### config.mk
export PLATFORM = sky130hd
export DESIGN_NAME = srf_top
export DESIGN_NICKNAME = d
export VERILOG_FILES = /design/src/srf_pkg.sv /design/src/srf_ram.sv /design/src/srf_ram_if.sv /design/src/srf_rf_if.sv /design/src/srf_top.sv
export SDC_FILE = /design/constraint.sdc
export NUM_CORES = 1
export LEC_CHECK = 0
export CELL_PAD_IN_SITES_DETAIL_PLACEMENT = 1
export CELL_PAD_IN_SITES_GLOBAL_PLACEMENT = 1
export CORE_MARGIN = 1
export CORE_UTILIZATION = 35
export DETAILED_ROUTE_END_ITERATION = 12
export DONT_BUFFER_PORTS = 1
export GPL_ROUTABILITY_DRIVEN = 0
export PLACE_DENSITY_LB_ADDON = 0.12
export SETUP_SLACK_MARGIN = 0.15
export SYNTH_ARGS = -nofsm -noshare
export SYNTH_HDL_FRONTEND = slang
export SYNTH_HIERARCHICAL = 1
export SYNTH_SLANG_ARGS = --single-unit
### constraint.sdc
create_clock -name i_clk -period 6.6 [get_ports i_clk]
set_clock_uncertainty 0.1 [all_clocks]
set_input_delay 1.32 -clock i_clk [delete_from_list [all_inputs] [get_ports i_clk]]
set_output_delay 1.32 -clock i_clk [all_outputs]
set_load 0.02 [all_outputs]
### src/srf_pkg.sv
package srf_pkg;

   // Register length and memory word size
   localparam int XLEN     = 32;
   localparam int RF_WIDTH = 2;

   // Register address: 0xxxxx general register, 1000xx CSR slot
   localparam int RREG_BITS = 6;
   localparam int RF_REGS   = 36;

   // Memory geometry
   localparam int RF_DEPTH  = RF_REGS * XLEN / RF_WIDTH;
   localparam int RF_AW     = $clog2(RF_DEPTH);
   localparam int WORD_BITS = $clog2(XLEN / RF_WIDTH);

   // Bit counter over one register
   localparam int CNT_BITS = $clog2(XLEN);

   // Upper address bits of the CSR region
   localparam logic [3:0] CSR_BASE = 4'b1000;

   // CSR slots behind CSR_BASE
   typedef enum logic [1:0] {
      CSR_MSCRATCH = 2'd0,
      CSR_MTVEC    = 2'd1,
      CSR_MEPC     = 2'd2,
      CSR_MTVAL    = 2'd3
   } csr_slot_e;

   // Memory sequencer states
   typedef enum logic [1:0] {
      ST_IDLE,
      ST_PREFETCH,
      ST_DATA
   } ram_state_e;

endpackage

### src/srf_ram.sv
`timescale 1ns/1ps
`default_nettype none
module srf_ram (
   input  logic                         i_clk,
   input  logic [srf_pkg::RF_AW-1:0]    i_waddr,
   input  logic [srf_pkg::RF_WIDTH-1:0] i_wdata,
   input  logic                         i_wen,
   input  logic [srf_pkg::RF_AW-1:0]    i_raddr,
   output logic [srf_pkg::RF_WIDTH-1:0] o_rdata
);

   import srf_pkg::*;

   logic [RF_WIDTH-1:0] mem [RF_DEPTH];

   // Block RAM powers up cleared, so x0 reads zero
   initial begin
      for (int i = 0; i < RF_DEPTH; i++) begin
         mem[i] = '0;
      end
   end

   always_ff @(posedge i_clk) begin
      if (i_wen) begin
         mem[i_waddr] <= i_wdata;
      end
      // Read returns the old word on an address collision
      o_rdata <= mem[i_raddr];
   end

endmodule

### src/srf_ram_if.sv
`timescale 1ns/1ps
`default_nettype none
module srf_ram_if (
   input  logic                          i_clk,
   input  logic                          i_reset,
   input  logic                          i_rreq,
   output logic                          o_ready,
   // Serial ports
   input  logic [srf_pkg::RREG_BITS-1:0] i_wreg0,
   input  logic [srf_pkg::RREG_BITS-1:0] i_wreg1,
   input  logic                          i_wen0,
   input  logic                          i_wen1,
   input  logic                          i_wdata0,
   input  logic                          i_wdata1,
   input  logic [srf_pkg::RREG_BITS-1:0] i_rreg0,
   input  logic [srf_pkg::RREG_BITS-1:0] i_rreg1,
   output logic                          o_rdata0,
   output logic                          o_rdata1,
   // Memory
   output logic [srf_pkg::RF_AW-1:0]     o_waddr,
   output logic [srf_pkg::RF_WIDTH-1:0]  o_wdata,
   output logic                          o_wen,
   output logic [srf_pkg::RF_AW-1:0]     o_raddr,
   input  logic [srf_pkg::RF_WIDTH-1:0]  i_rdata
);

   import srf_pkg::*;

   ram_state_e state;
   logic                 rreq_q;
   logic                 tail;
   logic [CNT_BITS-1:0]  cnt;
   logic [CNT_BITS-1:0]  cnt_ahead;
   logic [WORD_BITS-1:0] rword;
   logic [WORD_BITS-1:0] wword;
   logic                 wvalid;

   logic [RF_WIDTH-1:0]  rsh0;
   logic [RF_WIDTH-2:0]  rhold1;
   logic [RF_WIDTH-1:0]  wsh0;
   logic [RF_WIDTH:0]    wsh1;
   logic [RREG_BITS-1:0] wreg_q0;
   logic [RREG_BITS-1:0] wreg_q1;
   logic                 wen_q0;
   logic                 wen_q1;

   // Prefetch runs at count XLEN-2 and XLEN-1 so reads stay two bits ahead
   always_ff @(posedge i_clk) begin
      if (i_reset) begin
         state  <= ST_IDLE;
         rreq_q <= 1'b0;
         tail   <= 1'b0;
         cnt    <= '0;
      end else begin
         case (state)
            ST_IDLE: begin
               rreq_q <= i_rreq;
               if (rreq_q) begin
                  rreq_q <= 1'b0;
                  cnt    <= CNT_BITS'(XLEN - 2);
                  state  <= ST_PREFETCH;
               end
            end
            ST_PREFETCH: begin
               cnt <= cnt + 1'b1;
               if (cnt[0]) begin
                  state <= ST_DATA;
               end
            end
            ST_DATA: begin
               cnt <= cnt + 1'b1;
               if (&cnt) begin
                  tail <= 1'b1;
               end
               // Two extra cycles commit the last word of each port
               if (tail && cnt[0]) begin
                  tail  <= 1'b0;
                  state <= ST_IDLE;
               end
            end
            default: state <= ST_IDLE;
         endcase
      end
   end

   assign o_ready = (state == ST_PREFETCH) & cnt[0];

   // Even cycles belong to port 0, odd cycles to port 1
   assign cnt_ahead = cnt + CNT_BITS'(2);
   assign rword     = cnt_ahead[CNT_BITS-1:1];
   assign o_raddr   = {cnt[0] ? i_rreg1 : i_rreg0, rword};

   // Read data pipeline
   always_ff @(posedge i_clk) begin
      if (state != ST_IDLE) begin
         if (cnt[0]) begin
            rsh0 <= i_rdata;
         end else begin
            rsh0   <= rsh0 >> 1;
            rhold1 <= i_rdata[RF_WIDTH-1:1];
         end
      end
   end

   // Port 1 word arrives in its first bit cycle, so bit 0 bypasses the register
   assign o_rdata0 = rsh0[0];
   assign o_rdata1 = cnt[0] ? rhold1[0] : i_rdata[0];

   // Write bit collection, port 1 keeps one extra bit for its later slot
   always_ff @(posedge i_clk) begin
      if (state == ST_DATA) begin
         wsh0 <= {i_wdata0, wsh0[RF_WIDTH-1:1]};
         wsh1 <= {i_wdata1, wsh1[RF_WIDTH:1]};
         if (cnt[0] && !tail) begin
            wreg_q0 <= i_wreg0;
            wreg_q1 <= i_wreg1;
            wen_q0  <= i_wen0;
            wen_q1  <= i_wen1;
         end
      end
   end

   // No completed word before bit 2
   assign wvalid = tail | (cnt[CNT_BITS-1:1] != '0);
   assign wword  = cnt[CNT_BITS-1:1] - 1'b1;

   assign o_waddr = {cnt[0] ? wreg_q1 : wreg_q0, wword};
   assign o_wdata = cnt[0] ? wsh1[RF_WIDTH-1:0] : wsh0;
   assign o_wen   = (state == ST_DATA) & wvalid & (cnt[0] ? wen_q1 : wen_q0);

endmodule

### src/srf_rf_if.sv
`timescale 1ns/1ps
`default_nettype none
module srf_rf_if (
   // Memory side
   output logic [srf_pkg::RREG_BITS-1:0] o_wreg0,
   output logic [srf_pkg::RREG_BITS-1:0] o_wreg1,
   output logic                          o_wen0,
   output logic                          o_wen1,
   output logic                          o_wdata0,
   output logic                          o_wdata1,
   output logic [srf_pkg::RREG_BITS-1:0] o_rreg0,
   output logic [srf_pkg::RREG_BITS-1:0] o_rreg1,
   input  logic                          i_rdata0,
   input  logic                          i_rdata1,
   // Trap
   input  logic                          i_trap,
   input  logic                          i_mret,
   input  logic                          i_mepc,
   input  logic                          i_mem_op,
   input  logic                          i_bufreg_q,
   input  logic                          i_bad_pc,
   output logic                          o_csr_pc,
   // CSR
   input  logic                          i_csr_en,
   input  srf_pkg::csr_slot_e            i_csr_addr,
   input  logic                          i_csr,
   output logic                          o_csr,
   // rd write port
   input  logic                          i_rd_wen,
   input  logic [4:0]                    i_rd_waddr,
   input  logic                          i_ctrl_rd,
   input  logic                          i_alu_rd,
   input  logic                          i_rd_alu_en,
   input  logic                          i_csr_rd,
   input  logic                          i_rd_csr_en,
   input  logic                          i_mem_rd,
   // rs1 and rs2 read ports
   input  logic [4:0]                    i_rs1_raddr,
   output logic                          o_rs1,
   input  logic [4:0]                    i_rs2_raddr,
   output logic                          o_rs2
);

   import srf_pkg::*;

   logic rd_wen;
   logic rd;
   logic mtval;

   // x0 is never written
   assign rd_wen = i_rd_wen & (|i_rd_waddr);

   // Only one rd source is active per instruction
   assign rd = i_ctrl_rd |
               (i_alu_rd & i_rd_alu_en) |
               (i_csr_rd & i_rd_csr_en) |
               i_mem_rd;

   // Faulting address for loads/stores, else the bad PC
   assign mtval = i_mem_op ? i_bufreg_q : i_bad_pc;

   // Port 0 carries rd or mtval
   assign o_wdata0 = i_trap ? mtval : rd;
   assign o_wreg0  = i_trap ? {CSR_BASE, CSR_MTVAL} : {1'b0, i_rd_waddr};
   assign o_wen0   = i_trap | rd_wen;

   // Port 1 carries the CSR or mepc
   assign o_wdata1 = i_trap ? i_mepc : i_csr;
   assign o_wreg1  = i_trap ? {CSR_BASE, CSR_MEPC} : {CSR_BASE, i_csr_addr};
   assign o_wen1   = i_trap | i_csr_en;

   // Read port 0 is always rs1
   assign o_rreg0 = {1'b0, i_rs1_raddr};

   // Read port 1 is shared by rs2, CSRs and the trap/return PC
   always_comb begin
      if (i_trap) begin
         o_rreg1 = {CSR_BASE, CSR_MTVEC};
      end else if (i_mret) begin
         o_rreg1 = {CSR_BASE, CSR_MEPC};
      end else if (i_csr_en) begin
         o_rreg1 = {CSR_BASE, i_csr_addr};
      end else begin
         o_rreg1 = {1'b0, i_rs2_raddr};
      end
   end

   assign o_rs1    = i_rdata0;
   assign o_rs2    = i_rdata1;
   assign o_csr    = i_rdata1 & i_csr_en;
   assign o_csr_pc = i_rdata1;

endmodule

### src/srf_top.sv
`timescale 1ns/1ps
`default_nettype none
module srf_top (
   input  logic               i_clk,
   input  logic               i_reset,
   input  logic               i_rreq,
   output logic               o_ready,
   // Trap
   input  logic               i_trap,
   input  logic               i_mret,
   input  logic               i_mepc,
   input  logic               i_mem_op,
   input  logic               i_bufreg_q,
   input  logic               i_bad_pc,
   output logic               o_csr_pc,
   // CSR
   input  logic               i_csr_en,
   input  srf_pkg::csr_slot_e i_csr_addr,
   input  logic               i_csr,
   output logic               o_csr,
   // rd write port
   input  logic               i_rd_wen,
   input  logic [4:0]         i_rd_waddr,
   input  logic               i_ctrl_rd,
   input  logic               i_alu_rd,
   input  logic               i_rd_alu_en,
   input  logic               i_csr_rd,
   input  logic               i_rd_csr_en,
   input  logic               i_mem_rd,
   // Read ports
   input  logic [4:0]         i_rs1_raddr,
   output logic               o_rs1,
   input  logic [4:0]         i_rs2_raddr,
   output logic               o_rs2
);

   import srf_pkg::*;

   logic [RREG_BITS-1:0] wreg0;
   logic [RREG_BITS-1:0] wreg1;
   logic                 wen0;
   logic                 wen1;
   logic                 wdata0;
   logic                 wdata1;
   logic [RREG_BITS-1:0] rreg0;
   logic [RREG_BITS-1:0] rreg1;
   logic                 rdata0;
   logic                 rdata1;

   logic [RF_AW-1:0]     ram_waddr;
   logic [RF_WIDTH-1:0]  ram_wdata;
   logic                 ram_wen;
   logic [RF_AW-1:0]     ram_raddr;
   logic [RF_WIDTH-1:0]  ram_rdata;

   srf_rf_if u_rf_if (
      .o_wreg0     (wreg0),
      .o_wreg1     (wreg1),
      .o_wen0      (wen0),
      .o_wen1      (wen1),
      .o_wdata0    (wdata0),
      .o_wdata1    (wdata1),
      .o_rreg0     (rreg0),
      .o_rreg1     (rreg1),
      .i_rdata0    (rdata0),
      .i_rdata1    (rdata1),
      .i_trap      (i_trap),
      .i_mret      (i_mret),
      .i_mepc      (i_mepc),
      .i_mem_op    (i_mem_op),
      .i_bufreg_q  (i_bufreg_q),
      .i_bad_pc    (i_bad_pc),
      .o_csr_pc    (o_csr_pc),
      .i_csr_en    (i_csr_en),
      .i_csr_addr  (i_csr_addr),
      .i_csr       (i_csr),
      .o_csr       (o_csr),
      .i_rd_wen    (i_rd_wen),
      .i_rd_waddr  (i_rd_waddr),
      .i_ctrl_rd   (i_ctrl_rd),
      .i_alu_rd    (i_alu_rd),
      .i_rd_alu_en (i_rd_alu_en),
      .i_csr_rd    (i_csr_rd),
      .i_rd_csr_en (i_rd_csr_en),
      .i_mem_rd    (i_mem_rd),
      .i_rs1_raddr (i_rs1_raddr),
      .o_rs1       (o_rs1),
      .i_rs2_raddr (i_rs2_raddr),
      .o_rs2       (o_rs2)
   );

   srf_ram_if u_ram_if (
      .i_clk    (i_clk),
      .i_reset  (i_reset),
      .i_rreq   (i_rreq),
      .o_ready  (o_ready),
      .i_wreg0  (wreg0),
      .i_wreg1  (wreg1),
      .i_wen0   (wen0),
      .i_wen1   (wen1),
      .i_wdata0 (wdata0),
      .i_wdata1 (wdata1),
      .i_rreg0  (rreg0),
      .i_rreg1  (rreg1),
      .o_rdata0 (rdata0),
      .o_rdata1 (rdata1),
      .o_waddr  (ram_waddr),
      .o_wdata  (ram_wdata),
      .o_wen    (ram_wen),
      .o_raddr  (ram_raddr),
      .i_rdata  (ram_rdata)
   );

   srf_ram u_ram (
      .i_clk   (i_clk),
      .i_waddr (ram_waddr),
      .i_wdata (ram_wdata),
      .i_wen   (ram_wen),
      .i_raddr (ram_raddr),
      .o_rdata (ram_rdata)
   );

endmodule

==> results.md <==
- Standard-cell row count: about 140
- Root Buffer Master: clkbuf_16
- P_sw: 0.005158 W
- FF-to-FF Start: u_ram_if/cnt[0]$_SDFFE_PP0P_
- WHS Endpoint: u_ram_if/wsh1[1]$_DFFE_PP_
- Critical path type: reg2reg
- Sink Count: 1185
- Setup TNS: 0 ps
- Post-DRT Antenna Nets: 0
- Register area share after synthesis: 72.23%
- Tmin final: 5382 ps
- Ys async rst share: 0%
- Vias in the first global route: 28540
- Total die area: approximately 0.14 mm^2
- Largest net degree at the start of global routing: 215
- Post-synth EDFFs: 1174
- Unrepaired setup endpoints after global routing: false
- Clock-pin slew on the worst setup and hold paths: 60 ps
- Peak VDD IR: 212.8 uV
- Leak: approximately 17 nW
- Switching share of power: 26.83%
- Synth Area in Compound Gates: 2.242%
- GRT overflow: 0
- Adder-Cell Fraction of Synth Area: 0.2548%
- Layout cell share with drive strength beyond 1: 20.54%
- H-tree levels: 4
- Post-Synth XOR/XNOR Area: 0.07133%
- Post-Place Cells: between 4000 and 5000
- Routed WL: about 150000 um
- Latest clock arrival within the worst-skew pair: 740 ps
- Die Y: approximately 380 um
- Flop pwr share: between 40% and 50%
- Nets: 2884
- Ratio of final minimum period to clock period: 81.55%
- Mapped Cells: roughly 2800
- Combinational fraction of design power: 18.0%
- Peak Freq: 185.8 MHz
- Critical Path AT: roughly 6000 ps
- Unique cell type count in the Yosys netlist: 76
- CTS tree: built
- Hold Fails Final Rpt: 0
- Reg2Reg Depth: 9
- Max incr delay on CP: 1240 ps
- # setup viols final: 0
- Post-CTS Hold Fix Bufs: 0
- Highest-count cells in the layout ignoring fill and taps: edfxtp_1, nor2_1, mux4_2, clkbuf_16, nand2_1
- Hpwl dp: 89860 um
- Total CTS buffers: 136
- Resize count post-CTS: 0
- Die X: 376.6 um
- Worst Max-Slew Pin Slew: 1504 ps
- Critical Path Source Type: register
- Commonest non-fill, non-tap cell in the layout: edfxtp_1
- Status: complete, but fails checks
- Slowest CP cell: nor2b_1
- Pins Over Slew Limit: 10
- Worst hold path type: reg2reg
- Bufs and invs on worst path: 2
- Crit Path Max Fanout: 30
- Crit-path cells: buf_4 > mux2_2 > buf_4 > nor2b_1 > a22oi_1 > a22oi_1 > a211oi_1 > nor4_1 > nor3_1
- Final worst slack: approximately 1200 ps
- Hold Crit Start: u_ram_if/wsh1[2]$_DFFE_PP_
- Setup bufs post-CTS: 0
- First-pass GRT wire length: approximately 210000 um
- Syn_area_per_cell: between 15 and 20 um^2
- Reg-to-reg slack, setup: between 1000 and 1500 ps
- # Max-Cap Violations: 1
- Worst setup EP type: register
- Starting Density: between 30% and 40%
- Core box area: 0.1394 mm^2
- Top Family by Delay on Critical Path: simple AND/OR/NAND/NOR gates
- I/O pin count: 40
- Drt initial violations: roughly 2300
- Pint: between 0.01 and 0.015 W
- Post-synthesis mux area share: 15.17%
- DRC Markers: 0
- Relative slew slack: -0.4927%
- TritonRoute pass-1 iters: 5
- I/O Buffers: 0
- Clk pwr share: roughly two fifths
- Number of antenna violations at the first check in global routing: 5
- Tot GR Track Use: around a fifth
- Synthesized flop and latch total: 1185
- Final cell count without fillers: 4817
- Wire per inst: 31.07 um
- Reg-to-reg endpoint: u_ram/o_rdata[0]$_DFF_P_
- Vias per std cell: roughly 5.5
- Clk buf depth: 3
- Cell area after synthesis: 0.04911 mm^2
- Largest family of logic cells by synthesized area: multiplexers
- Worst EP required: 7110 ps
- Dominant synthesized flop cell: edfxtp_1
- Area Overhead vs Synth: 12.86%
- Failing checks: capacitance limit, slew limit
- Post-synthesis simple-gate area fraction: 7.518%
- Yosys warns: 6
- Power per Cell Area: 346.8 mW/mm^2
- Worst slack, placed: 980.1 ps
- Hold Path Depth: 0
- Via count: between 20000 and 30000
==> layout make-up <==
cell class                      count  area, um^2
Antenna cell                        1       2.502
Clock buffer                      172        3687
Clock inverter                     67       634.4
Fill cell                       13520       83930
Inverter                           14       60.06
Multi-Input combinational cell   1425       12530
Sequential cell                  1185       35470
Tap cell                         1876        2347
Timing Repair Buffer               77       690.7
==> cell families (layout without fill, tap and decap cells) <==
kind of cell             after synthesis  after routing
adder cells (fa/ha/maj)               10             10
multiplexers                         383            383
AO/OA/AOI/OAI                        153            153
XOR/XNOR                               4              4
flip-flops                          1185           1185
AND/OR/NAND/NOR                      870            870
buffers and inverters                239            330
other                                  2              6
==> worst register-to-register path, cell delays in order, from the launching register on <==
cell and delay, ps:
dfxtp_1 740, buf_4 410, mux2_2 410, buf_4 600, nor2b_1 1280, a22oi_1 540, a22oi_1 420, a211oi_1 80
nor4_1 600, nor3_1 80
==> state kept, by name, indices dropped and copies added, names as in the netlist <==
register and cells:
u_ram/mem 1152, u_ram/o_rdata 2, u_ram_if/cnt 5, u_ram_if/rhold1 1, u_ram_if/rreq_q 1, u_ram_if/rsh0 2, u_ram_if/state 2, u_ram_if/tail 1
u_ram_if/wen_q0 1, u_ram_if/wen_q1 1, u_ram_if/wreg_q0 6, u_ram_if/wreg_q1 6, u_ram_if/wsh0 2, u_ram_if/wsh1 3
==> power by group through the flow <==
stage | registers (W) | clock network [W] | logic, W
6_report | 0.00838 | 0.00738 | 0.00346
5_1_grt | 0.00838 | 0.00782 | 0.00365
4_1_cts | 0.00838 | 0.00757 | 0.00351
3_5_place_dp | 0.00854 | 0 | 0.00350
3_3_place_gp | 0.00854 | 0 | 0.00348
2_1_floorplan | 0.00855 | 0 | 0.00235
==> per-layer routing <==
layer,vias up,GRT usage (%),share of wire [%]
li1,11100,-,-
met1,14320,29.25,43
met2,736,35.13,49
met3,191,3.136,5.0
met4,0,6.343,2.6
met5,-,0,0
==> per-stage QoR <==
step | util (%) | hold slack [ps] | total power (W) | instance area (um^2)
after floorplan | - | 300.0 | 0.01091 | 49130
after global placement | 36.67 | 300.9 | 0.01203 | 51100
after detailed placement | 36.67 | 307.5 | 0.01204 | 51110
after CTS | 39.77 | 321.4 | 0.01946 | 55430
after global routing | 39.77 | 343.6 | 0.01986 | 55430
final | 39.77 | 318.8 | 0.01922 | 55430
==> worst max path at each step <==
| stage | from | depth (start not counted) | to |
|---|---|---|---|
| final | u_ram_if/cnt[0]$_SDFFE_PP0P_ | 9 | u_ram/o_rdata[0]$_DFF_P_ |
| after global placement | i_csr_en | 10 | u_ram/o_rdata[0]$_DFF_P_ |
| after detailed placement | i_csr_en | 10 | u_ram/o_rdata[0]$_DFF_P_ |
| after global routing | u_ram_if/cnt[0]$_SDFFE_PP0P_ | 9 | u_ram/o_rdata[0]$_DFF_P_ |
| after CTS | u_ram_if/cnt[0]$_SDFFE_PP0P_ | 9 | u_ram/o_rdata[0]$_DFF_P_ |
| after floorplan | u_ram_if/cnt[0]$_SDFFE_PP0P_ | 3 | u_ram/mem[0][1]$_DFFE_PP_ |
==> Yosys cell counts, types with 7 or more instances <==
library cell / count / area share, %
edfxtp_1: 1174 / 72
nor2_1: 598 / 4.6
buf_6: 17 / 0.39
nor3b_1: 8 / 0.12
ha_1: 10 / 0.25
nor2b_1: 27 / 0.34
or2_2: 8 / 0.10
buf_2: 32 / 0.33
mux4_2: 284 / 13
nand4_1: 16 / 0.20
nand2b_1: 13 / 0.17
o21ai_0: 12 / 0.12
nand3_1: 54 / 0.55
inv_1: 13 / 0.099
mux2i_1: 71 / 1.4
a211oi_1: 8 / 0.12
a21oi_1: 24 / 0.24
nand2_1: 86 / 0.66
and2_1: 12 / 0.15
clkbuf_1: 116 / 0.89
nor3_1: 21 / 0.21
dfxtp_1: 11 / 0.45
o211ai_1: 7 / 0.11
a22oi_1: 33 / 0.50
o22ai_1: 16 / 0.20
mux2_2: 26 / 0.60
buf_4: 31 / 0.47
buf_1: 24 / 0.18
Note: power is estimated with default switching activity, not from simulation.
